## src/hw/cache_pkg.sv

```systemverilog
/*
 * Cache bank package
 * Geometry of one direct-mapped bank and the line address type.
 * A line address is read either as a flat value or as tag over set.
 */
package cache_pkg;

    // line addressing
    localparam int LINE_ADDR_BITS = 12;
    localparam int SET_BITS       = 6;
    localparam int TAG_BITS       = LINE_ADDR_BITS - SET_BITS;
    localparam int NUM_SETS       = 64;

    // word and line geometry
    localparam int WORD_BITS      = 32;
    localparam int WORDS_PER_LINE = 4;
    localparam int LINE_BITS      = WORD_BITS * WORDS_PER_LINE;
    localparam int WSEL_BITS      = 2;
    localparam int BYTEEN_BITS    = WORD_BITS / 8;

    // core request tag carried back with the response
    localparam int REQ_TAG_BITS   = 4;

    // output queue depths
    localparam int RSP_DEPTH      = 2;
    localparam int MREQ_DEPTH     = 4;

    // tag in the upper bits, set index below it
    typedef struct packed {
        logic [TAG_BITS-1:0] tag;
        logic [SET_BITS-1:0] set;
    } line_split_t;

    typedef union packed {
        logic [LINE_ADDR_BITS-1:0] raw;
        line_split_t               split;
    } line_addr_t;

endpackage

```

## src/hw/miss_slot.sv

```systemverilog
/*
 * Miss slot
 * Holds the single outstanding read miss of the bank. Supplies the
 * line address for the memory fill, then offers the stored read
 * for replay once the fill has been taken.
 */
`timescale 1ns/10ps

module miss_slot
    import cache_pkg::*;
(
    input  logic                    clk,
    input  logic                    reset,
    input  logic                    allocate,
    input  line_addr_t              alloc_addr,
    input  logic [WSEL_BITS-1:0]    alloc_wsel,
    input  logic [REQ_TAG_BITS-1:0] alloc_tag,
    input  logic                    fill_taken,
    output logic                    replay_valid,
    output line_addr_t              replay_addr,
    output logic [WSEL_BITS-1:0]    replay_wsel,
    output logic [REQ_TAG_BITS-1:0] replay_tag,
    input  logic                    replay_taken,
    output logic                    busy
);

    logic busy_q;
    logic filled_q;

    logic [TAG_BITS-1:0]     entry_tag;
    logic [SET_BITS-1:0]     entry_set;
    logic [WSEL_BITS-1:0]    entry_wsel;
    logic [REQ_TAG_BITS-1:0] entry_req_tag;

    always_ff @(posedge clk) begin
        if (reset) begin
            busy_q   <= 1'b0;
            filled_q <= 1'b0;
        end else if (allocate) begin
            busy_q   <= 1'b1;
            filled_q <= 1'b0;
        end else if (replay_taken) begin
            busy_q   <= 1'b0;
            filled_q <= 1'b0;
        end else if (fill_taken) begin
            filled_q <= 1'b1;
        end
    end

    // stored read request
    always_ff @(posedge clk) begin
        if (allocate) begin
            entry_tag     <= alloc_addr.split.tag;
            entry_set     <= alloc_addr.split.set;
            entry_wsel    <= alloc_wsel;
            entry_req_tag <= alloc_tag;
        end
    end

    assign replay_addr.split.tag = entry_tag;
    assign replay_addr.split.set = entry_set;
    assign replay_wsel           = entry_wsel;
    assign replay_tag            = entry_req_tag;
    assign replay_valid          = busy_q && filled_q;
    assign busy                  = busy_q;

    // the bank blocks new core requests while a miss is pending
    single_miss: assert property (@(posedge clk) disable iff (reset) allocate |-> !busy_q)
        else $error("miss_slot: allocation while a miss is pending");

endmodule

```

## config.mk

```make
export PLATFORM = sky130hd
export DESIGN_NAME = miss_slot
export DESIGN_NICKNAME = d
export VERILOG_FILES = /design/src/hw/cache_pkg.sv /design/src/hw/miss_slot.sv
export SDC_FILE = /design/constraint.sdc
export NUM_CORES = 1
export LEC_CHECK = 0
export BUFFER_PORTS_ARGS = -buffer_cell sky130_fd_sc_hd__clkbuf_2
export CAP_MARGIN = 10
export CORE_MARGIN = 5
export CORE_UTILIZATION = 38
export CTS_CLUSTER_SIZE = 30
export DETAILED_ROUTE_END_ITERATION = 16
export HOLD_SLACK_MARGIN = 0.02
export PLACE_DENSITY = 0.71
export SLEW_MARGIN = 20
export SYNTH_ARGS = -nofsm -noshare
export SYNTH_HDL_FRONTEND = slang
export SYNTH_SLANG_ARGS = --single-unit
```

## constraint.sdc

```tcl
create_clock -name clk -period 0.84 [get_ports clk]
set_clock_uncertainty 0.2 [all_clocks]
set_input_delay 0.084 -clock clk [delete_from_list [all_inputs] [get_ports clk]]
set_output_delay 0.084 -clock clk [all_outputs]
set_load 0.02 [all_outputs]
```

==> impl.org <==
** Outcome
- The flow ran to the end, but the final reports show violations.
- Violations in the final reports :: negative hold slack, negative setup slack

** Synth
- Count of unique library cells instantiated by Yosys :: 8
- Cell count after synthesis :: 26
- Synth Net Count :: 49
- The Yosys step of the flow raised 0 warnings.
- Summed instance area of the synthesized netlist :: 621.8 µm²
- Avg Inst Size Synth :: 23.92 µm²
- Sequential cells were found to cover 93.36% of the synthesized design area.
- After synthesis the netlist holds a flip-flop and latch count of 20.

** GRT
- The total overflow left after global routing is 0.
- Initial antenna violation count :: 0
- Entering global routing, the biggest net connects 13 pins.
- The first global-routing pass estimated 2318 µm of wire.
- The number of global-route vias before repair came to 525.
- Global routing used 12.27% of the available tracks across all layers.

** Cells and area
- Antenna Cells :: 0
- Summing all flip-flop and latch instances after layout gives 585.6 µm².
- Number of nets in the layout :: 114
- Fraction of final layout cells with drive strength greater than 1 :: 57.78%
- P&R area growth vs syn :: 97.38%
- Number of filler instances in the final layout :: 79
- Leaving out fill and tap cells, the most frequent cells in the layout are 18 x sky130_fd_sc_hd__edfxtp_1, 18 x sky130_fd_sc_hd__dlygate4sd3_1, 18 x sky130_fd_sc_hd__clkbuf_2.
- Area of combinational cells with multiple inputs :: 47.55 µm²
- Final core utilization :: 80.54%

** Worst setup path
- Measured in cells, the most critical reg-to-reg path has a length of 4.
- The endpoint identified for the worst register-to-register timing path is busy$_SDFFE_PP0P_.
- The critical path goes through and2_4 > buf_8.
- The kind of cell with the highest combined delay along the critical path is flip-flops.
- The critical path crosses 2 cells after its start point.
- In this run the worst setup path begins at busy$_SDFFE_PP0P_.
- Critical Path AT :: 0.92 ns
- On the worst path, the slowest cell contributes a delay of 0.37 ns.
- Counting both buffers and inverters, the worst setup path holds a total of 1.
- Critical-path top delay cell :: sky130_fd_sc_hd__dfxtp_4
- STA classifies the critical path startpoint as a register.
- Worst reg-to-reg setup slack :: -0.15 ns
- Data required time of the critical path :: 0.56 ns
- Critical Path Sink Type :: primary output
- Worst R2R Start :: busy$_SDFFE_PP0P_
- The worst setup path is of the reg -> out kind.
- In this run the worst path has a maximum fanout of 2.

** CTS
- Counting along the longest clock path gives a buffer depth of 2.
- # H-tree levels :: 1
- Clock tree root buffer cell :: sky130_fd_sc_hd__clkbuf_4
- At the later pin of the worst-skew pair, clock insertion delay measures 0.29 ns.
- Clock Sink Count :: 20
- Clock transition at the registers of the reported paths :: 0.11 ns
- Number of buffers created by CTS :: 3
- CTS tree :: yes

** Routing
- For this run, design rule violations remaining after detail routing come to 0.
- Across all layers, the routed design uses 490 vias.
- After detailed routing, the average wire length per cell comes to 16.03 µm.
- For this block, the routed nets add up to 1699 µm of wire.
- Dividing the detail-routed via count by the number of cells gives 4.623.
- Post-DRT Antenna Nets :: 0
- The first routing iteration left 18 violations.
- Number of optimization iterations in the first detailed-route pass :: 4

** STA
- Headroom to the max-slew limit came out at 87.43%.
- Transition at the pin with the smallest max-transition slack :: 0.1870 ns
- Setup slack on the critical path of the routed design comes to -0.3640 ns.
- Setup repair after global routing missed its margin :: true
- Post-Route Setup TNS :: -6.198 ns
- Final hold slack :: -0.2530 ns
- The routed design could run at a clock period as short as 1.204 ns.
- Setup violations remaining at the end of the flow were counted as 32.
- Final Cycle Share :: 143.3%
- The number of pins exceeding their max-slew limit in the final report came to 0.
- The hold violation total from the final report is 14.
- Maximum frequency from static timing analysis :: 0.8306 GHz

** Power
- Net Switching :: 510.4 µW
- Cell internal power was estimated by the tool at 1870 µW.
- Power density over cell area :: 1939 nW/µm²
- The clock network burns 32.8% of the power.
- Standby leakage power :: 0.0005316 µW
- Switching power as a share of total power :: 21.44%
- Portion of total power attributed to combinational logic :: 16.9%
- IR drop worst, VDD :: 1490 µV
- Flop pwr share :: 50.3%

** Die
- During I/O placement, the number of pins put on the boundary was 43.
- The floorplan step defined a core boundary enclosing 1524 µm².
- Horizontal die dimension :: 50.45 µm
- Total number of placement rows :: 14
- Initial cell density of the core :: 40.80%
- Area of the die :: 2545 µm²
- Die span in y :: 50.45 µm

** Flow run
- Number of maximum-capacitance constraint violations :: 0

** Min path
- The min-delay analysis places its worst path in the category in -> reg.
- Hold depth :: 2
- The worst hold path begins at reset.
- For hold timing, the worst endpoint is busy$_SDFFE_PP0P_.

** Placement
- Routability-driven placement finished with a final weighted congestion of 0.6974.
- The count of buffers added on input and output ports is 42.
## logic make-up (layout without fill, tap and decap cells)
family / after synthesis / count (layout) / synth area share [%]
flip-flops: 20 / 20 / 93.36
buffers and inverters: 1 / 65 / 0.6030
AO/OA/AOI/OAI: 1 / 1 / 1.409
AND/OR/NAND/NOR: 4 / 4 / 4.628
## flip-flops by register name (all words and copies together), names as in the netlist
register and cells:
entry_tag 6, entry_set 6, busy 1, replay_wsel 2
filled_q 1, replay_tag 4
## power by group through the flow
stage / Combinational, µW / Clock, µW / Sequential [µW]
4_1_cts: 318 / 785 / 1180
3_5_place_dp: 264 / 0 / 1210
6_report: 402 / 781 / 1200
2_1_floorplan: 10.3 / 0 / 1310
5_1_grt: 426 / 838 / 1210
3_3_place_gp: 261 / 0 / 1200
## worst max-delay path by stage
stage          slack [ns]           end
6_report            -0.36  replay_valid
5_1_grt             -0.39  replay_valid
4_1_cts             -0.37          busy
3_5_place_dp        -0.06  replay_valid
3_3_place_gp        -0.05  replay_valid
2_1_floorplan        0.02  replay_valid
## final cells by class
cell class / count / share of cell area, %
Sequential cell: 20 / 47.71
Timing Repair Buffer: 60 / 42.20
Multi-Input combinational cell: 5 / 3.874
Clock inverter: 1 / 2.446
Clock buffer: 3 / 1.835
Tap cell: 16 / 1.631
Inverter: 1 / 0.3058
## stage by stage
step / setup WS (ns) / cell area, µm² / total power (µW) / instances / hold slack [ns]
6_report: -0.3640 / 1227 / 2380 / 106 / -0.2530
5_1_grt: -0.3924 / 1227 / 2470 / 106 / -0.2539
4_1_cts: -0.3713 / 1091 / 2287 / 104 / -0.2520
3_5_place_dp: -0.05906 / 893.4 / 1471 / 87 / 0.06263
3_3_place_gp: -0.04955 / 893.4 / 1464 / 87 / 0.06199
2_1_floorplan: 0.01784 / 628.1 / 1316 / 26 / -0.06273
## what timing repair did
action / CTS / global route
hold buffers: 12 / 7
setup endpoints to repair: 20 / 28
endpoints found under the hold margin: 38 / 27
resized for setup: 4 / 47
pin swaps: 1 / 0
buffers inserted: 1 / 1
## routing by layer
| layer | global-route usage, % | wire length, µm | up-vias |
|---|---|---|---|
| met3 | 4.142 | 153 | 6 |
| met2 | 22.93 | 984 | 29 |
| met5 | 0 | 0 | - |
| met4 | 5.106 | 59 | 0 |
| met1 | 12.00 | 501 | 229 |
| li1 | - | - | 226 |
## Yosys cell counts (all sizes together)
| master | n | share of area (%) |
|---|---|---|
| and2 | 1 | 1.0 |
| nor4 | 1 | 2.0 |
| nand2b | 1 | 1.0 |
| nor2 | 1 | 0.60 |
| dfxtp | 2 | 6.4 |
| a21oi | 1 | 1.4 |
| edfxtp | 18 | 87 |
| inv | 1 | 0.60 |
Power figures use the tool's default switching activity.
