### config.mk
export PLATFORM = sky130hd
export DESIGN_NAME = tag_store
export DESIGN_NICKNAME = d
export VERILOG_FILES = /design/src/hw/cache_pkg.sv /design/src/hw/tag_store.sv
export SDC_FILE = /design/constraint.sdc
export NUM_CORES = 1
export LEC_CHECK = 0
export BUFFER_PORTS_ARGS = -buffer_cell sky130_fd_sc_hd__buf_2
export CAP_MARGIN = 20
export CELL_PAD_IN_SITES_DETAIL_PLACEMENT = 2
export CELL_PAD_IN_SITES_GLOBAL_PLACEMENT = 2
export CORE_MARGIN = 8
export CORE_UTILIZATION = 43
export CTS_BUF_LIST = sky130_fd_sc_hd__clkbuf_16
export DETAILED_ROUTE_END_ITERATION = 10
export PLACE_DENSITY_LB_ADDON = 0.1
export SETUP_SLACK_MARGIN = 0.2
export SKIP_LAST_GASP = 1
export SYNTH_ARGS = -nofsm -noshare
export SYNTH_HDL_FRONTEND = slang
export SYNTH_SLANG_ARGS = --single-unit
### constraint.sdc
create_clock -name clk -period 3.1 [get_ports clk]
set_clock_uncertainty 0.15 [all_clocks]
set_input_delay 0.62 -clock clk [delete_from_list [all_inputs] [get_ports clk]]
set_output_delay 0.62 -clock clk [all_outputs]
set_load 0.1 [all_outputs]
### src/hw/cache_pkg.sv
/*
 * Cache bank package
 * Geometry of one direct-mapped bank and the line address type.
 * A line address is read either as a flat value or as tag over set.
 */
package cache_pkg;

    // line addressing
    localparam int LINE_ADDR_BITS = 12;
    localparam int SET_BITS       = 6;
    localparam int TAG_BITS       = LINE_ADDR_BITS - SET_BITS;
    localparam int NUM_SETS       = 64;

    // word and line geometry
    localparam int WORD_BITS      = 32;
    localparam int WORDS_PER_LINE = 4;
    localparam int LINE_BITS      = WORD_BITS * WORDS_PER_LINE;
    localparam int WSEL_BITS      = 2;
    localparam int BYTEEN_BITS    = WORD_BITS / 8;

    // core request tag carried back with the response
    localparam int REQ_TAG_BITS   = 4;

    // output queue depths
    localparam int RSP_DEPTH      = 2;
    localparam int MREQ_DEPTH     = 4;

    // tag in the upper bits, set index below it
    typedef struct packed {
        logic [TAG_BITS-1:0] tag;
        logic [SET_BITS-1:0] set;
    } line_split_t;

    typedef union packed {
        logic [LINE_ADDR_BITS-1:0] raw;
        line_split_t               split;
    } line_addr_t;

endpackage

### src/hw/tag_store.sv
/*
 * Tag store
 * One valid bit and one tag per set of the direct-mapped bank.
 * Lookup is combinational; fill and init write at the clock edge.
 */
`timescale 1ns/10ps

module tag_store
    import cache_pkg::*;
(
    input  logic                clk,
    input  logic                reset,
    input  line_addr_t          lookup_addr,
    input  logic                fill,
    input  logic                init,
    input  logic [SET_BITS-1:0] init_set,
    output logic                hit
);

    logic [NUM_SETS-1:0] valid_q;
    logic [TAG_BITS-1:0] tags [NUM_SETS];

    // valid bits, cleared on reset
    always_ff @(posedge clk) begin
        if (reset) begin
            valid_q <= '0;
        end else begin
            if (fill) begin
                valid_q[lookup_addr.split.set] <= 1'b1;
            end
            // init and fill never share a cycle
            if (init) begin
                valid_q[init_set] <= 1'b0;
            end
        end
    end

    // tag array, written by a fill only
    always_ff @(posedge clk) begin
        if (fill) begin
            tags[lookup_addr.split.set] <= lookup_addr.split.tag;
        end
    end

    assign hit = valid_q[lookup_addr.split.set]
              && (tags[lookup_addr.split.set] == lookup_addr.split.tag);

endmodule

==> qor.csv, run 1 <==
stage;metric;value;unit
run_status;status;finished with violations;
run_status;failing checks;setup timing;
route;met1 wire length;27400;um
finish;non-filler instance count after layout;1890;
synth;sequential-to-total area share from yosys stat;0.716;
synth;count leader, synth;edfxtp_1;
worst_setup_path;CP Data Required Time;2.33;ns
route;number of nets still failing antenna checks after routing;0;
grt;gr usage total;0.274;
die;core box area;0.0409;mm^2
clock_network;root buf cell;clkbuf_16;
grt;largest net degree at the start of global routing;65;
placement;placed instance count;1802;
synth;EDFF count, synth;384;
synth;Yosys top cell area share;0.645;
hold_path;min-delay worst type;flop to flop;
timing;Worst-Margin Slew;0.882;ns
grt;initial antenna violation count;0;
clock_network;CTS clk-pin slew, worst paths;0.06;ns
route;highest metal used;met4;
finish;Final nets;1345;
die;Rows;74;
timing;count of final max-slew check failures;0;
pwr;total power;0.0131;W
worst_setup_path;Crit Path Category;input pin to output pin;
timing;FMAX;246;MHz
grt;GRT overflow;0;
finish;n_diodes;0;
synth;post-synthesis cell area;0.0179;mm^2
clock_network;Post-CTS Hold Buffers;0;
timing;Final WS setup;-0.960;ns
die;io pins;23;
clock_network;CTS tree;built;
route;vias;11600;
synth;Synth Net Count;1085;
finish;layout cells sized above 1;0.329;
grt;first-pass GRT wire length;94000;um
route;Wirelength per Cell;34.7;um
grt;vias in the first global route;12500;
timing;Final Cycle Share;1.31;
route;final wirelength;65500;um
route;iteration-0 DRC count of the detailed router;1265;
pwr;Peak VDD IR;0.345;mV
timing;Final Hold Viols;0;
synth;FFs w/ async S/R, synth;0;
clock_network;worst skew pair latency;0.57;ns
synth;synthesized area per cell;16.8;um^2
synth;post-synthesis register bit count;448;
die;Die X;220;um
route;WL met3;4490;um
timing;min Tclk post-route;4.06;ns
finish;Fillers;3699;
worst_setup_path;reg2reg setup slack;2.22;ns
route;first drt pass iteration count;7;
clock_network;Num CTS Buffers;49;
route;DR WL met2;31200;um
placement;HPWL Detailed;46100;um
synth;distinct cell type count after synthesis;53;
clock_network;H-tree depth;2;
worst_setup_path;Crit. End Element;output pin;
die;Die ar.;0.0484;mm^2
synth;Ys Warns;0;
pwr;Leakage;7.55;nW
timing;Slew headroom;0.408;
pwr;power per cell area;594;mW/mm^2
finish;Area Growth Syn to Fin;23.3;%
placement;Final Wtd Congestion;0.871;
clock_network;Sinks on Clock Net;448;
route;Vias/cell;6.14;
synth;Syn Inst Count;1063;
clock_network;Clock Tree Buf Depth;3;
synth;Primary FF master, synth;edfxtp_1;
placement;port bufs;22;
synth;leading area contributor after synthesis;edfxtp_1;
worst_setup_path;Startpoint Class;input pin;
die;Initial Utilization;0.437;
synth;synth cell count leaders;edfxtp_1, nor2_1, mux4_2;
worst_setup_path;critical path arrival;3.29;ns
timing;Setup-failing EPs final;1;
worst_setup_path;worst-path maximum fanout;15;
flow_run;max-cap violations;0;
timing;RSZ-0062 raised after global routing;true;
route;DRC viols;0;
synth;top post-synthesis cells by area;edfxtp_1, mux4_2, dfxtp_1;
die;die height;220;um
[final cells by class]
cell class / count / area [um^2] / area share
sequential: 448 / 12800 / 0.581
multi-input combinational: 550 / 4900 / 0.222
timing repair buffer: 271 / 2180 / 0.0989
clock buffer: 50 / 1250 / 0.0567
tap: 532 / 666 / 0.0302
clock inverter: 36 / 230 / 0.0104
inverter: 3 / 11.3 / 0.000511
[metal layers]
metal  vias up  GRT usage
li1       4811          -
met1      6158      0.371
met4         0     0.0932
met5         -          0
met2       506      0.444
met3       128     0.0485
[worst paths after layout]
check / end / cells after the start / startpoint
setup / recovery: hit / 12 / lookup_addr[0]
hold / removal: valid_q[61] / 2 / valid_q[61]
setup reg to reg: valid_q[24] / 2 / valid_q[24]
hold reg to reg: valid_q[61] / 2 / valid_q[61]
[cell families (layout without fill, tap and decap cells)]
kind of cell	Yosys count	after routing	synth area share
flip-flops	448	448	0.716
AO/OA/AOI/OAI	170	170	0.0711
XOR/XNOR	4	4	0.00196
buffers and inverters	65	360	0.0190
AND/OR/NAND/NOR	237	237	0.0609
multiplexers	139	139	0.131
[registers in the layout, summed over array words and instances, names as in the netlist]
| name | count |
|---|---|
| valid_q | 64 |
| tags | 384 |
[what timing repair did]
item | CTS | global route
pin swaps | 8 | 1
buffers inserted | 2 | 0
gates resized for setup | 42 | 2
endpoints found under the setup margin | 1 | 1
[cell usage in the layout, fill, tap and decap left out, drive strengths merged, types with 2 or more instances in the layout]
master / synthesis / final
xor2: 3 / 3
a21oi: 6 / 6
a221oi: 7 / 7
o311ai: 2 / 2
nand2b: 5 / 5
and3b: 6 / 6
mux4: 75 / 75
bufinv: 0 / 3
a22oi: 40 / 40
nand2: 19 / 19
nor3b: 10 / 10
edfxtp: 384 / 384
a31oi: 8 / 8
nor2b: 8 / 8
nand3b: 5 / 5
mux2i: 57 / 57
a22o: 3 / 3
o211ai: 3 / 3
dfxtp: 64 / 64
nand4: 6 / 6
mux2: 7 / 7
a211oi: 67 / 67
a32oi: 4 / 4
nand3: 17 / 17
and3: 3 / 3
clkbuf: 22 / 51
buf: 40 / 270
o22ai: 6 / 6
a2111oi: 2 / 2
o21ai: 7 / 7
nor3: 7 / 7
nor4: 3 / 3
clkinv: 1 / 17
o22a: 5 / 5
nor2: 145 / 145
inv: 2 / 19
o2111ai: 3 / 3
[per-stage QoR]
stage / hold slack [ns] / TNS (ns) / instance area [um^2] / setup slack, ns / util
detailed placement: 0.346 / -3.41 / 20400 / -1.26 / 0.497
global placement: 0.334 / -1.11 / 20400 / -1.11 / 0.497
global route: 0.368 / -1.05 / 22100 / -1.05 / 0.539
floorplan: 0.318 / -0.828 / 18000 / -0.828 / -
finish: 0.350 / -0.960 / 22100 / -0.960 / 0.539
CTS: 0.354 / -0.912 / 22000 / -0.912 / 0.539
[critical path, stage by stage]
cell and delay (ns):
clkbuf_16 0.19, buf_6 0.18, buf_4 0.14, mux4_2 0.50, a22oi_2 0.25, nand4_1 0.15, mux2i_1 0.18, xor2_1 0.20
o211ai_1 0.21, nor4_4 0.28, buf_4 0.18, buf_12 0.17
[report_power, final]
part	switching (W)	internal (W)	total [W]	leakage [nW]
Clock	0.00243	0.00315	0.00558	0.791
Sequential	0.0000153	0.00658	0.00659	3.97
Combinational	0.000565	0.000355	0.000921	2.79
Total	0.00301	0.0101	0.0131	7.55
Power figures use the tool's default switching activity.
==> inputs of run 2 (changes only) <==
--- a/config.mk
+++ b/config.mk
@@ -9,7 +9,6 @@
 export CAP_MARGIN = 20
 export CELL_PAD_IN_SITES_DETAIL_PLACEMENT = 2
 export CELL_PAD_IN_SITES_GLOBAL_PLACEMENT = 2
-export CORE_MARGIN = 8
 export CORE_UTILIZATION = 43
 export CTS_BUF_LIST = sky130_fd_sc_hd__clkbuf_16
 export DETAILED_ROUTE_END_ITERATION = 10
==> qor.csv, run 2 (synthesis gave the netlist of run 1 again) <==
stage;metric;value;unit
run_status;status;finished with violations;
run_status;failing checks;setup timing;
pwr;Leakage;7.59;nW
timing;Setup-failing EPs final;1;
route;Vias/cell;6.34;
worst_setup_path;reg2reg path depth;2;
die;Die X;206;um
worst_setup_path;CP Launch Point;lookup_addr[0];
worst_setup_path;Crit. End Element;output pin;
finish;most frequent cells in the layout;edfxtp_1, buf_4, nor2_1;
grt;GRT overflow;0;
placement;HPWL Detailed;45600;um
worst_setup_path;worst-path maximum fanout;8;
pwr;power per cell area;597;mW/mm^2
finish;Area Growth Syn to Fin;24.7;%
hold_path;Worst Hold End;valid_q[56];
finish;Top reg by flops;tags;
finish;Fillers;3683;
timing;Worst-Margin Slew;0.864;ns
timing;min Tclk post-route;4.35;ns
route;iteration-0 DRC count of the detailed router;1370;
route;Wirelength per Cell;37.0;um
placement;placed instance count;1782;
die;Rows;74;
pwr;Net Switching;0.00316;W
worst_setup_path;R2R Path Start;valid_q[44];
finish;non-filler instance count after layout;1895;
die;core box area;0.0409;mm^2
clock_network;Clock Tree Buf Depth;3;
placement;port bufs;22;
clock_network;H-tree depth;2;
timing;Final WS setup;-1.25;ns
die;Die ar.;0.0424;mm^2
worst_setup_path;critical path arrival;3.58;ns
timing;RSZ-0062 raised after global routing;true;
die;Initial Utilization;0.437;
route;number of nets still failing antenna checks after routing;0;
hold_path;min-delay worst type;flop to flop;
worst_setup_path;Crit Path Category;input pin to output pin;
clock_network;Num CTS Buffers;48;
timing;final setup TNS;-1.25;ns
timing;Final Hold Viols;0;
hold_path;Min-Delay Path Depth;2;
pwr;Comb power frac;0.075;
route;DRC viols;0;
route;final wirelength;70100;um
finish;n_diodes;0;
clock_network;CTS clk-pin slew, worst paths;0.06;ns
grt;vias in the first global route;12400;
finish;most common cell after layout, fill and taps aside;edfxtp_1;
die;die height;206;um
pwr;clock power share;0.430;
worst_setup_path;RR Endpoint;valid_q[44];
timing;count of final max-slew check failures;0;
finish;layout cells sized above 1;0.340;
worst_setup_path;Startpoint Class;input pin;
placement;Final Wtd Congestion;0.858;
grt;initial antenna violation count;0;
finish;max FFs per register;384;
grt;gr usage total;0.312;
grt;largest net degree at the start of global routing;65;
die;io pins;23;
worst_setup_path;CP Data Required Time;2.33;ns
clock_network;Sinks on Clock Net;448;
pwr;Flop pwr share;0.495;
route;vias;12000;
worst_setup_path;reg2reg setup slack;2.17;ns
timing;Final Cycle Share;1.40;
hold_path;critical hold path startpoint;valid_q[56];
route;first drt pass iteration count;5;
pwr;Peak VDD IR;0.354;mV
grt;first-pass GRT wire length;91600;um
finish;Final nets;1347;
clock_network;CTS tree;built;
clock_network;root buf cell;clkbuf_16;
pwr;Sw Ratio;0.237;
timing;FMAX;230;MHz
pwr;Cell Int Power;0.0102;W
timing;Slew headroom;0.419;
finish;Largest regs;tags x384, valid_q x64;
flow_run;max-cap violations;0;
clock_network;worst skew pair latency;0.60;ns
run 2: cell type report:
cell class                      instances  area (um^2)  area share
Tap cell                              532          666      0.0299
Inverter                                3         11.3    0.000505
Multi-Input combinational cell        550         4980       0.224
Timing Repair Buffer                  274         2320       0.104
Clock inverter                         39          275      0.0123
Clock buffer                           49         1230      0.0550
Sequential cell                       448        12800       0.575
run 2: worst max-delay path by stage:
| stage | end | slack (ns) | cells after the start |
|---|---|---|---|
| final | hit | -1.25 | 13 |
| after global routing | hit | -1.32 | 13 |
| after CTS | hit | -1.16 | 10 |
| after detailed placement | hit | -1.32 | 13 |
| after global placement | hit | -1.14 | 13 |
| after floorplan | hit | -0.83 | 9 |
run 2: power by group through the flow:
| stage | Sequential, W | Clock [W] | Combinational (W) |
|---|---|---|---|
| 2_1_floorplan | 0.00671 | 0 | 0.000405 |
| 4_1_cts | 0.00659 | 0.00566 | 0.000879 |
| 3_3_place_gp | 0.00671 | 0 | 0.000821 |
| 5_1_grt | 0.00659 | 0.00595 | 0.00102 |
| 6_report | 0.00659 | 0.00573 | 0.000995 |
| 3_5_place_dp | 0.00672 | 0 | 0.000863 |
run 2: stage by stage:
step                      hold slack (ns)  setup slack (ns)   util  power (W)  instance area (um^2)
after floorplan                     0.318            -0.828      -    0.00712                 18000
after global placement              0.339             -1.14  0.494    0.00753                 20200
after detailed placement            0.346             -1.32  0.494    0.00758                 20200
after CTS                           0.355             -1.16  0.532     0.0131                 21800
after global routing                0.376             -1.32  0.545     0.0136                 22300
final                               0.350             -1.25  0.545     0.0133                 22300
run 2: what timing repair did:
item                       in CTS  in global routing
setup endpoints to repair       1                  1
hold buffers                    0                  0
cloned                          0                  1
buffers inserted                1                 22
gates resized for setup         9                 62
pin swaps                       3                 27
run 2: layer usage:
| metal | wire length, um | GRT usage |
|---|---|---|
| met1 | 28200 | 0.423 |
| met2 | 34300 | 0.510 |
| met3 | 4950 | 0.0520 |
| met4 | 2610 | 0.108 |
| met5 | 0 | 0 |
run 2: critical path, cell delays in order:
cell and delay, ns:
clkbuf_16 0.17, buf_12 0.14, buf_12 0.13, buf_4 0.12, mux4_2 0.51, a22oi_2 0.27
nand4_1 0.21, mux2i_1 0.28, xor2_1 0.19, o211ai_1 0.18, nor4_4 0.38, buf_4 0.19
buf_12 0.16
