--- config.mk ---
export PLATFORM = sky130hd
export DESIGN_NAME = sync_fifo
export DESIGN_NICKNAME = d
export VERILOG_FILES = /design/src/hw/sync_fifo.sv
export SDC_FILE = /design/constraint.sdc
export NUM_CORES = 1
export LEC_CHECK = 0
export BUFFER_PORTS_ARGS = -buffer_cell sky130_fd_sc_hd__buf_4
export CORE_ASPECT_RATIO = 1.25
export CORE_MARGIN = 2
export CORE_UTILIZATION = 48
export CTS_CLUSTER_DIAMETER = 100
export DETAILED_ROUTE_END_ITERATION = 12
export PLACE_DENSITY = 0.8
export REMOVE_ABC_BUFFERS = 1
export SLEW_MARGIN = 15
export SYNTH_ARGS = -nofsm -noshare
export SYNTH_HDL_FRONTEND = slang
export SYNTH_SLANG_ARGS = --single-unit
export TNS_END_PERCENT = 1
--- constraint.sdc ---
create_clock -name clk -period 1.3 [get_ports clk]
set_input_delay 0.065 -clock clk [delete_from_list [all_inputs] [get_ports clk]]
set_output_delay 0.065 -clock clk [all_outputs]
set_load 0.03 [all_outputs]
--- src/hw/sync_fifo.sv ---
/*
 * Synchronous FIFO
 * Circular buffer with read and write pointers and an entry count.
 * A pushed item is visible at the output after the pushing edge.
 */
`timescale 1ns/10ps

module sync_fifo #(
    parameter int WIDTH = 8,
    parameter int DEPTH = 2
) (
    input  logic             clk,
    input  logic             reset,
    input  logic             push,
    input  logic             pop,
    input  logic [WIDTH-1:0] data_in,
    output logic [WIDTH-1:0] data_out,
    output logic             empty,
    output logic             full
);

    typedef logic [$clog2(DEPTH)-1:0]   ptr_t;
    typedef logic [$clog2(DEPTH+1)-1:0] cnt_t;

    logic [WIDTH-1:0] mem [DEPTH];
    ptr_t             rd_ptr;
    ptr_t             wr_ptr;
    cnt_t             count;

    always_ff @(posedge clk) begin
        if (reset) begin
            rd_ptr <= '0;
            wr_ptr <= '0;
            count  <= '0;
        end else begin
            if (push) begin
                wr_ptr <= (wr_ptr == ptr_t'(DEPTH - 1)) ? '0 : wr_ptr + 1'b1;
            end
            if (pop) begin
                rd_ptr <= (rd_ptr == ptr_t'(DEPTH - 1)) ? '0 : rd_ptr + 1'b1;
            end
            // count only moves when exactly one side is active
            if (push && !pop) begin
                count <= count + 1'b1;
            end else if (pop && !push) begin
                count <= count - 1'b1;
            end
        end
    end

    always_ff @(posedge clk) begin
        if (push) begin
            mem[wr_ptr] <= data_in;
        end
    end

    assign data_out = mem[rd_ptr];
    assign empty    = (count == '0);
    assign full     = (count == cnt_t'(DEPTH));

    no_overflow: assert property (@(posedge clk) disable iff (reset) push |-> !full)
        else $error("sync_fifo: push while full");
    no_underflow: assert property (@(posedge clk) disable iff (reset) pop |-> !empty)
        else $error("sync_fifo: pop while empty");

endmodule

==> results.sh, run 1 <==
export IMPL_status="finished, final reports clean"
export IMPL_clkSinkCount=21
export IMPL_routed_wire_length_per_instance_um=14.3
export IMPL_post_synthesis_async_set_or_reset_flop_share_pct=0
export IMPL_io_buffer_count=21
export IMPL_cp_required_ps=1240
export IMPL_clock_latency_ps=290
export IMPL_num_io_pins=22
export IMPL_arrival_ps=1220
export IMPL_root_buffer_master="sky130_fd_sc_hd__clkbuf_4"
export IMPL_synth_edf_count=16
export IMPL_worstSetupStartpointType="register"
export IMPL_leakagePower_nw=0.454
export IMPL_detailedRoute_firstIterationViolations=4
export IMPL_clock_tree_buffer_depth=2
export IMPL_crit_type="register to output pin"
export IMPL_yosysSeqAreaShare_pct=74.1
export IMPL_worst_path_max_fanout=8
export IMPL_grt_overflow=0
export IMPL_post_drt_via_cell_ratio=4.82
export IMPL_initial_utilization_pct=50.8
export IMPL_postCtsSetupRepairBufs=0
export IMPL_final_critical_path_setup_slack_ps=14.9
export IMPL_final_critical_delay_including_setup_and_external_delays_ps=1290
export IMPL_slew_limit_headroom_pct=74.8
export IMPL_timing_final_setup_violations=0
export IMPL_final_instance_count_excl_fill=99
export IMPL_clkSlewWorstSetupHoldPaths_ps=110
export IMPL_core_area_um2=1540
export IMPL_largest_net_degree_at_the_start_of_global_routing=13
export IMPL_finalHoldWorstSlack_ps=33.1
export IMPL_post_place_cells=86
export IMPL_hold_class="input port to register"
export IMPL_die_boundary_width_um=40.1
export IMPL_setup_repair_after_global_routing_missed_its_margin="yes"
export IMPL_netlist_top_cells_area="sky130_fd_sc_hd__edfxtp_1, sky130_fd_sc_hd__dfxtp_1, sky130_fd_sc_hd__mux2_2"
export IMPL_number_of_h_tree_levels=1
export IMPL_syn_inst=47
export IMPL_worst_slew_pin_slew_ps=378
export IMPL_drt_antenna_violating_nets=0
export IMPL_synthDominantCellAreaShare_pct=61.3
export IMPL_globalplace_congestion=0.640
export IMPL_synth_distinct_cells=15
export IMPL_synth_flop_cell="sky130_fd_sc_hd__edfxtp_1"
export IMPL_cp_max_delay_cell="sky130_fd_sc_hd__dfxtp_4"
export IMPL_chipHeight_um=49.2
export IMPL_power_total_mw=1.43
export IMPL_setup_worst_path_end_class="output pin"
export IMPL_number_of_slew_limit_violations_in_the_final_report=0
export IMPL_vdd_ir_drop_worst_mv=0.769
export IMPL_preCtsSetupSlack_ps=163
export IMPL_netlist_area_um2=783
export IMPL_crit_chain="mux2_2, buf_6"
export IMPL_yosys_register_bits=21
export IMPL_yosys_cell_count_top_type="sky130_fd_sc_hd__edfxtp_1"
export IMPL_final_cell_area_um2=1120
export IMPL_synth_largest_area_cell="sky130_fd_sc_hd__edfxtp_1"
export IMPL_drt_wl_total_mm=1.41
export IMPL_cts_made_buffers=3
export IMPL_yosys_warnings=0
export IMPL_tritoncts="built"
export IMPL_crit_share_post_route_pct=98.9
export IMPL_gr_usage_all_layers_pct=17.4
export IMPL_first_global_vias=532
export IMPL_placed_area_um2=966
export IMPL_dp_hpwl_um=912
export IMPL_route_detailed_drc=0
export IMPL_most_common_library_cells_after_synthesis="sky130_fd_sc_hd__edfxtp_1, sky130_fd_sc_hd__mux2_2, sky130_fd_sc_hd__dfxtp_1, sky130_fd_sc_hd__nor2_1"
export IMPL_finalHoldViolCount=0
export IMPL_total_number_of_placement_rows=16
export IMPL_layout_area_overhead_vs_synth_pct=43.6
export IMPL_synth_avg_cell_area_um2=16.7
export IMPL_grt_antenna_before_repair=0
export IMPL_cap_viol_max_count=0
export IMPL_design_final_nets=95
export IMPL_design_die_area_um2=1970
export IMPL_power_per_cell_area_nw_per_um2=1270
export IMPL_vias=477
export IMPL_drt_first_pass_iters=4
export IMPL_final_setup_skew_ps=2.20
export IMPL_ratio_of_cells_with_drive_above_1_in_the_final_layout_pct=44.4
export IMPL_grt_first_pass_wirelength_mm=2.23
export IMPL_maximum_cell_stage_delay_along_the_critical_path_ps=430
export IMPL_antenna_diode_count=0
export IMPL_maxClockFrequency_ghz=0.778
==> cell type report <==
cell class / instances / area [um2]
clock buffers: 3 / 22.5
well taps: 18 / 22.5
inverters: 1 / 3.75
fillers: 112 / 417
flip-flops and latches: 21 / 584
repair buffers: 31 / 285
multi-input cells: 24 / 201
clock inverters: 1 / 5.00
==> worst max-delay path: cells and delay by family (launching register included) <==
family,cells,cell delay (ps)
muxes,1,360
DFF,1,430
buffers and inverters,1,140
==> worst paths after layout <==
kind	startpoint	slack, ps	end	depth (start not counted)
max	register	10	data_out[5]	2
min	pop	30	rd_ptr	3
max reg2reg	wr_ptr	230	mem[1][3]	1
min reg2reg	count[1]	510	count[1]	2
==> registers in the layout, summed over array words and instances, names as in the netlist, named ones only <==
signal  cells
mem        16
rd_ptr      1
wr_ptr      1
count       2
==> report_power, final <==
group	total (mW)	switching (mW)	leakage (nW)	internal [mW]
Clock	0.299	0.185	0.0177	0.114
Sequential	0.805	0.0296	0.192	0.775
Combinational	0.325	0.159	0.244	0.166
Total	1.43	0.373	0.454	1.06
==> stage by stage <==
stage / TNS (ps) / util [%]
floorplan: 0 / -
global placement: 0 / 62.7
detailed placement: 0 / 62.7
CTS: -22.4 / 72.0
global route: -205 / 73.0
finish: 0 / 73.0
==> layer usage <==
metal / GRT usage, % / up-vias / wire length, um
li1: - / 237 / -
met1: 19.0 / 222 / 534
met2: 29.3 / 16 / 796
met3: 4.11 / 2 / 66
met4: 8.62 / 0 / 14
met5: 0 / - / 0
==> what timing repair did <==
item / 4_1_cts / 5_1_grt
endpoints found under the hold margin: 21 / 0
pin swaps: 0 / 0
endpoints found under the setup margin: 8 / 8
hold buffers: 9 / 0
gates resized for setup: 8 / 4
==> kinds of logic after synthesis <==
logic type,after synthesis,synth area share [%]
flops,21,74.1
simple gates,9,5.91
mux,8,11.5
xor+xnor,4,4.47
compound gates,2,1.28
buf+inv,2,1.12
fa+ha+maj,1,1.60
==> cell usage in the layout (no fill, tap or decap) <==
master	netlist	final
sky130_fd_sc_hd__a21oi_1	1	1
sky130_fd_sc_hd__and2_1	1	1
sky130_fd_sc_hd__and2b_2	1	1
sky130_fd_sc_hd__buf_4	0	14
sky130_fd_sc_hd__buf_6	0	8
sky130_fd_sc_hd__clkbuf_4	0	3
sky130_fd_sc_hd__clkinv_2	0	1
sky130_fd_sc_hd__dfxtp_1	5	4
sky130_fd_sc_hd__dfxtp_4	0	1
sky130_fd_sc_hd__dlygate4sd3_1	0	9
sky130_fd_sc_hd__edfxtp_1	16	16
sky130_fd_sc_hd__ha_1	1	1
sky130_fd_sc_hd__inv_1	1	1
sky130_fd_sc_hd__mux2_2	8	6
sky130_fd_sc_hd__mux2_4	0	2
sky130_fd_sc_hd__nor2_1	5	5
sky130_fd_sc_hd__nor2b_1	1	1
sky130_fd_sc_hd__o21ai_0	1	1
sky130_fd_sc_hd__or3_1	1	1
sky130_fd_sc_hd__xnor2_1	2	2
sky130_fd_sc_hd__xor2_1	2	2
Power figures use the tool's default switching activity.
==> run 2: changes to the inputs <==
- SETUP_SLACK_MARGIN: not set -> 0.3
==> results.sh, run 2 (synthesized netlist as in run 1, its figures left out) <==
export IMPL_drt_first_pass_iters=2
export IMPL_worstSetupStartpointType="register"
export IMPL_number_of_h_tree_levels=1
export IMPL_status="finished, final reports clean"
export IMPL_r2r_end="count[1]"
export IMPL_crit_share_post_route_pct=98.8
export IMPL_rr_worst_depth=3
export IMPL_crit_type="register to output pin"
export IMPL_cp_required_ps=1240
export IMPL_grt_antenna_before_repair=0
export IMPL_root_buffer_master="sky130_fd_sc_hd__clkbuf_4"
export IMPL_placed_area_um2=966
export IMPL_preCtsSetupSlack_ps=163
export IMPL_antenna_diode_count=0
export IMPL_routed_wire_length_per_instance_um=14.7
export IMPL_setup_repair_after_global_routing_missed_its_margin="yes"
export IMPL_maxClockFrequency_ghz=0.779
export IMPL_initial_utilization_pct=50.8
export IMPL_clkSlewWorstSetupHoldPaths_ps=120
export IMPL_power_frac_seq_pct=55.4
export IMPL_drt_antenna_violating_nets=0
export IMPL_maximum_cell_stage_delay_along_the_critical_path_ps=450
export IMPL_multiInputGateArea_um2=230
export IMPL_slew_limit_headroom_pct=85.7
export IMPL_crit_chain="mux2_4, buf_6"
export IMPL_final_setup_skew_ps=5.61
export IMPL_ratio_of_cells_with_drive_above_1_in_the_final_layout_pct=49.4
export IMPL_chipHeight_um=49.2
export IMPL_drt_wl_total_mm=1.46
export IMPL_vias=467
export IMPL_final_critical_delay_including_setup_and_external_delays_ps=1280
export IMPL_ff_latch_area_um2=587
export IMPL_layout_area_overhead_vs_synth_pct=48.1
export IMPL_final_cell_area_um2=1160
export IMPL_first_global_vias=538
export IMPL_largest_net_degree_at_the_start_of_global_routing=13
export IMPL_total_number_of_placement_rows=16
export IMPL_number_of_slew_limit_violations_in_the_final_report=0
export IMPL_largest_reg_flops=16
export IMPL_clock_latency_ps=300
export IMPL_tns_ps=0
export IMPL_p_comb_share_pct=23.6
export IMPL_layout_common_cells="sky130_fd_sc_hd__edfxtp_1, sky130_fd_sc_hd__buf_4, sky130_fd_sc_hd__dlygate4sd3_1, sky130_fd_sc_hd__buf_6, sky130_fd_sc_hd__mux2_4"
export IMPL_route_detailed_drc=0
export IMPL_worst_slew_pin_slew_ps=213
export IMPL_design_final_nets=95
export IMPL_vdd_ir_drop_worst_mv=0.795
export IMPL_timing_final_setup_violations=0
export IMPL_worst_path_max_fanout=8
export IMPL_reg_top3="mem (16), count (2)"
export IMPL_cap_viol_max_count=0
export IMPL_grt_first_pass_wirelength_mm=2.35
export IMPL_post_place_cells=86
export IMPL_finalHoldViolCount=0
export IMPL_io_buffer_count=21
export IMPL_die_boundary_width_um=40.1
export IMPL_design_die_area_um2=1970
export IMPL_timing_hold_worst_endpoint="rd_ptr"
export IMPL_top_register="mem"
export IMPL_power_share_switching_pct=26.5
export IMPL_min_delay_path_depth=3
export IMPL_dp_hpwl_um=912
export IMPL_clkSinkCount=21
export IMPL_netSwitchingPower_uw=389
export IMPL_num_io_pins=22
export IMPL_fillers=106
export IMPL_setup_worst_path_end_class="output pin"
export IMPL_post_drt_via_cell_ratio=4.72
export IMPL_gr_usage_all_layers_pct=18.4
export IMPL_final_instance_count_excl_fill=99
export IMPL_cts_made_buffers=3
export IMPL_leakagePower_nw=0.479
export IMPL_hold_class="input port to register"
export IMPL_p_clk_share_pct=21.0
export IMPL_layout_commonest_cell="sky130_fd_sc_hd__edfxtp_1"
export IMPL_cp_max_delay_cell="sky130_fd_sc_hd__dfxtp_4"
export IMPL_core_area_um2=1540
export IMPL_grt_overflow=0
export IMPL_regToRegSetupSlack_ps=220
export IMPL_globalplace_congestion=0.640
export IMPL_worstReg2RegStart="count[0]"
export IMPL_finalHoldWorstSlack_ps=29.4
export IMPL_holdCritStartpoint="pop"
export IMPL_tritoncts="built"
export IMPL_final_critical_path_setup_slack_ps=15.9
export IMPL_postCtsSetupRepairBufs=0
export IMPL_detailedRoute_firstIterationViolations=5
export IMPL_p_int_mw=1.08
export IMPL_power_per_cell_area_nw_per_um2=1260
export IMPL_clock_tree_buffer_depth=2
export IMPL_arrival_ps=1220
==> run 2: how the worst max path moves through the flow <==
stage,from,to,cells after the start
2_1_floorplan,wr_ptr,mem[0][0],1
3_3_place_gp,register,data_out[6],2
3_5_place_dp,register,data_out[0],2
4_1_cts,register,data_out[0],2
5_1_grt,register,data_out[6],2
6_report,register,data_out[6],2
==> run 2: worst max-delay path: cells and delay by family (launching register included) <==
kind | cells | cell delay, ps
buffers and inverters | 1 | 140
DFF | 1 | 450
muxes | 1 | 320
==> run 2: what timing repair did <==
| item | in CTS | in global routing |
|---|---|---|
| hold buffers | 9 | 0 |
| resized for setup | 18 | 6 |
| endpoints found under the setup margin | 18 | 19 |
| endpoints found under the hold margin | 21 | 0 |
| gates cloned | 0 | 0 |
| pin swaps | 0 | 2 |
==> run 2: per-layer routing <==
layer	vias to the layer above	track usage, %	part of all wire [%]
met4	0	8.62	0.96
met5	-	0	0
met1	215	21.0	38
met3	2	4.11	3.0
li1	238	-	-
met2	12	30.6	58
==> run 2: cell type report <==
type	count	share of cell area (%)
clock inverters	1	0.432
well taps	18	1.94
flip-flops and latches	21	50.6
clock buffers	3	1.94
repair buffers	31	24.9
inverters	1	0.324
multi-input cells	24	19.8
==> run 2: per-stage QoR <==
step	util, %	power, mW
CTS	74.4	1.46
global route	75.2	1.53
global placement	62.7	1.09
finish	75.2	1.46
detailed placement	62.7	1.10
floorplan	-	0.982
==> run 2: power groups by stage <==
stage	sequential [mW]	clock (mW)	combinational (mW)
floorplan	0.811	0	0.171
detailed placement	0.820	0	0.277
global route	0.818	0.343	0.366
CTS	0.810	0.309	0.338
global placement	0.816	0	0.270
finish	0.811	0.307	0.346
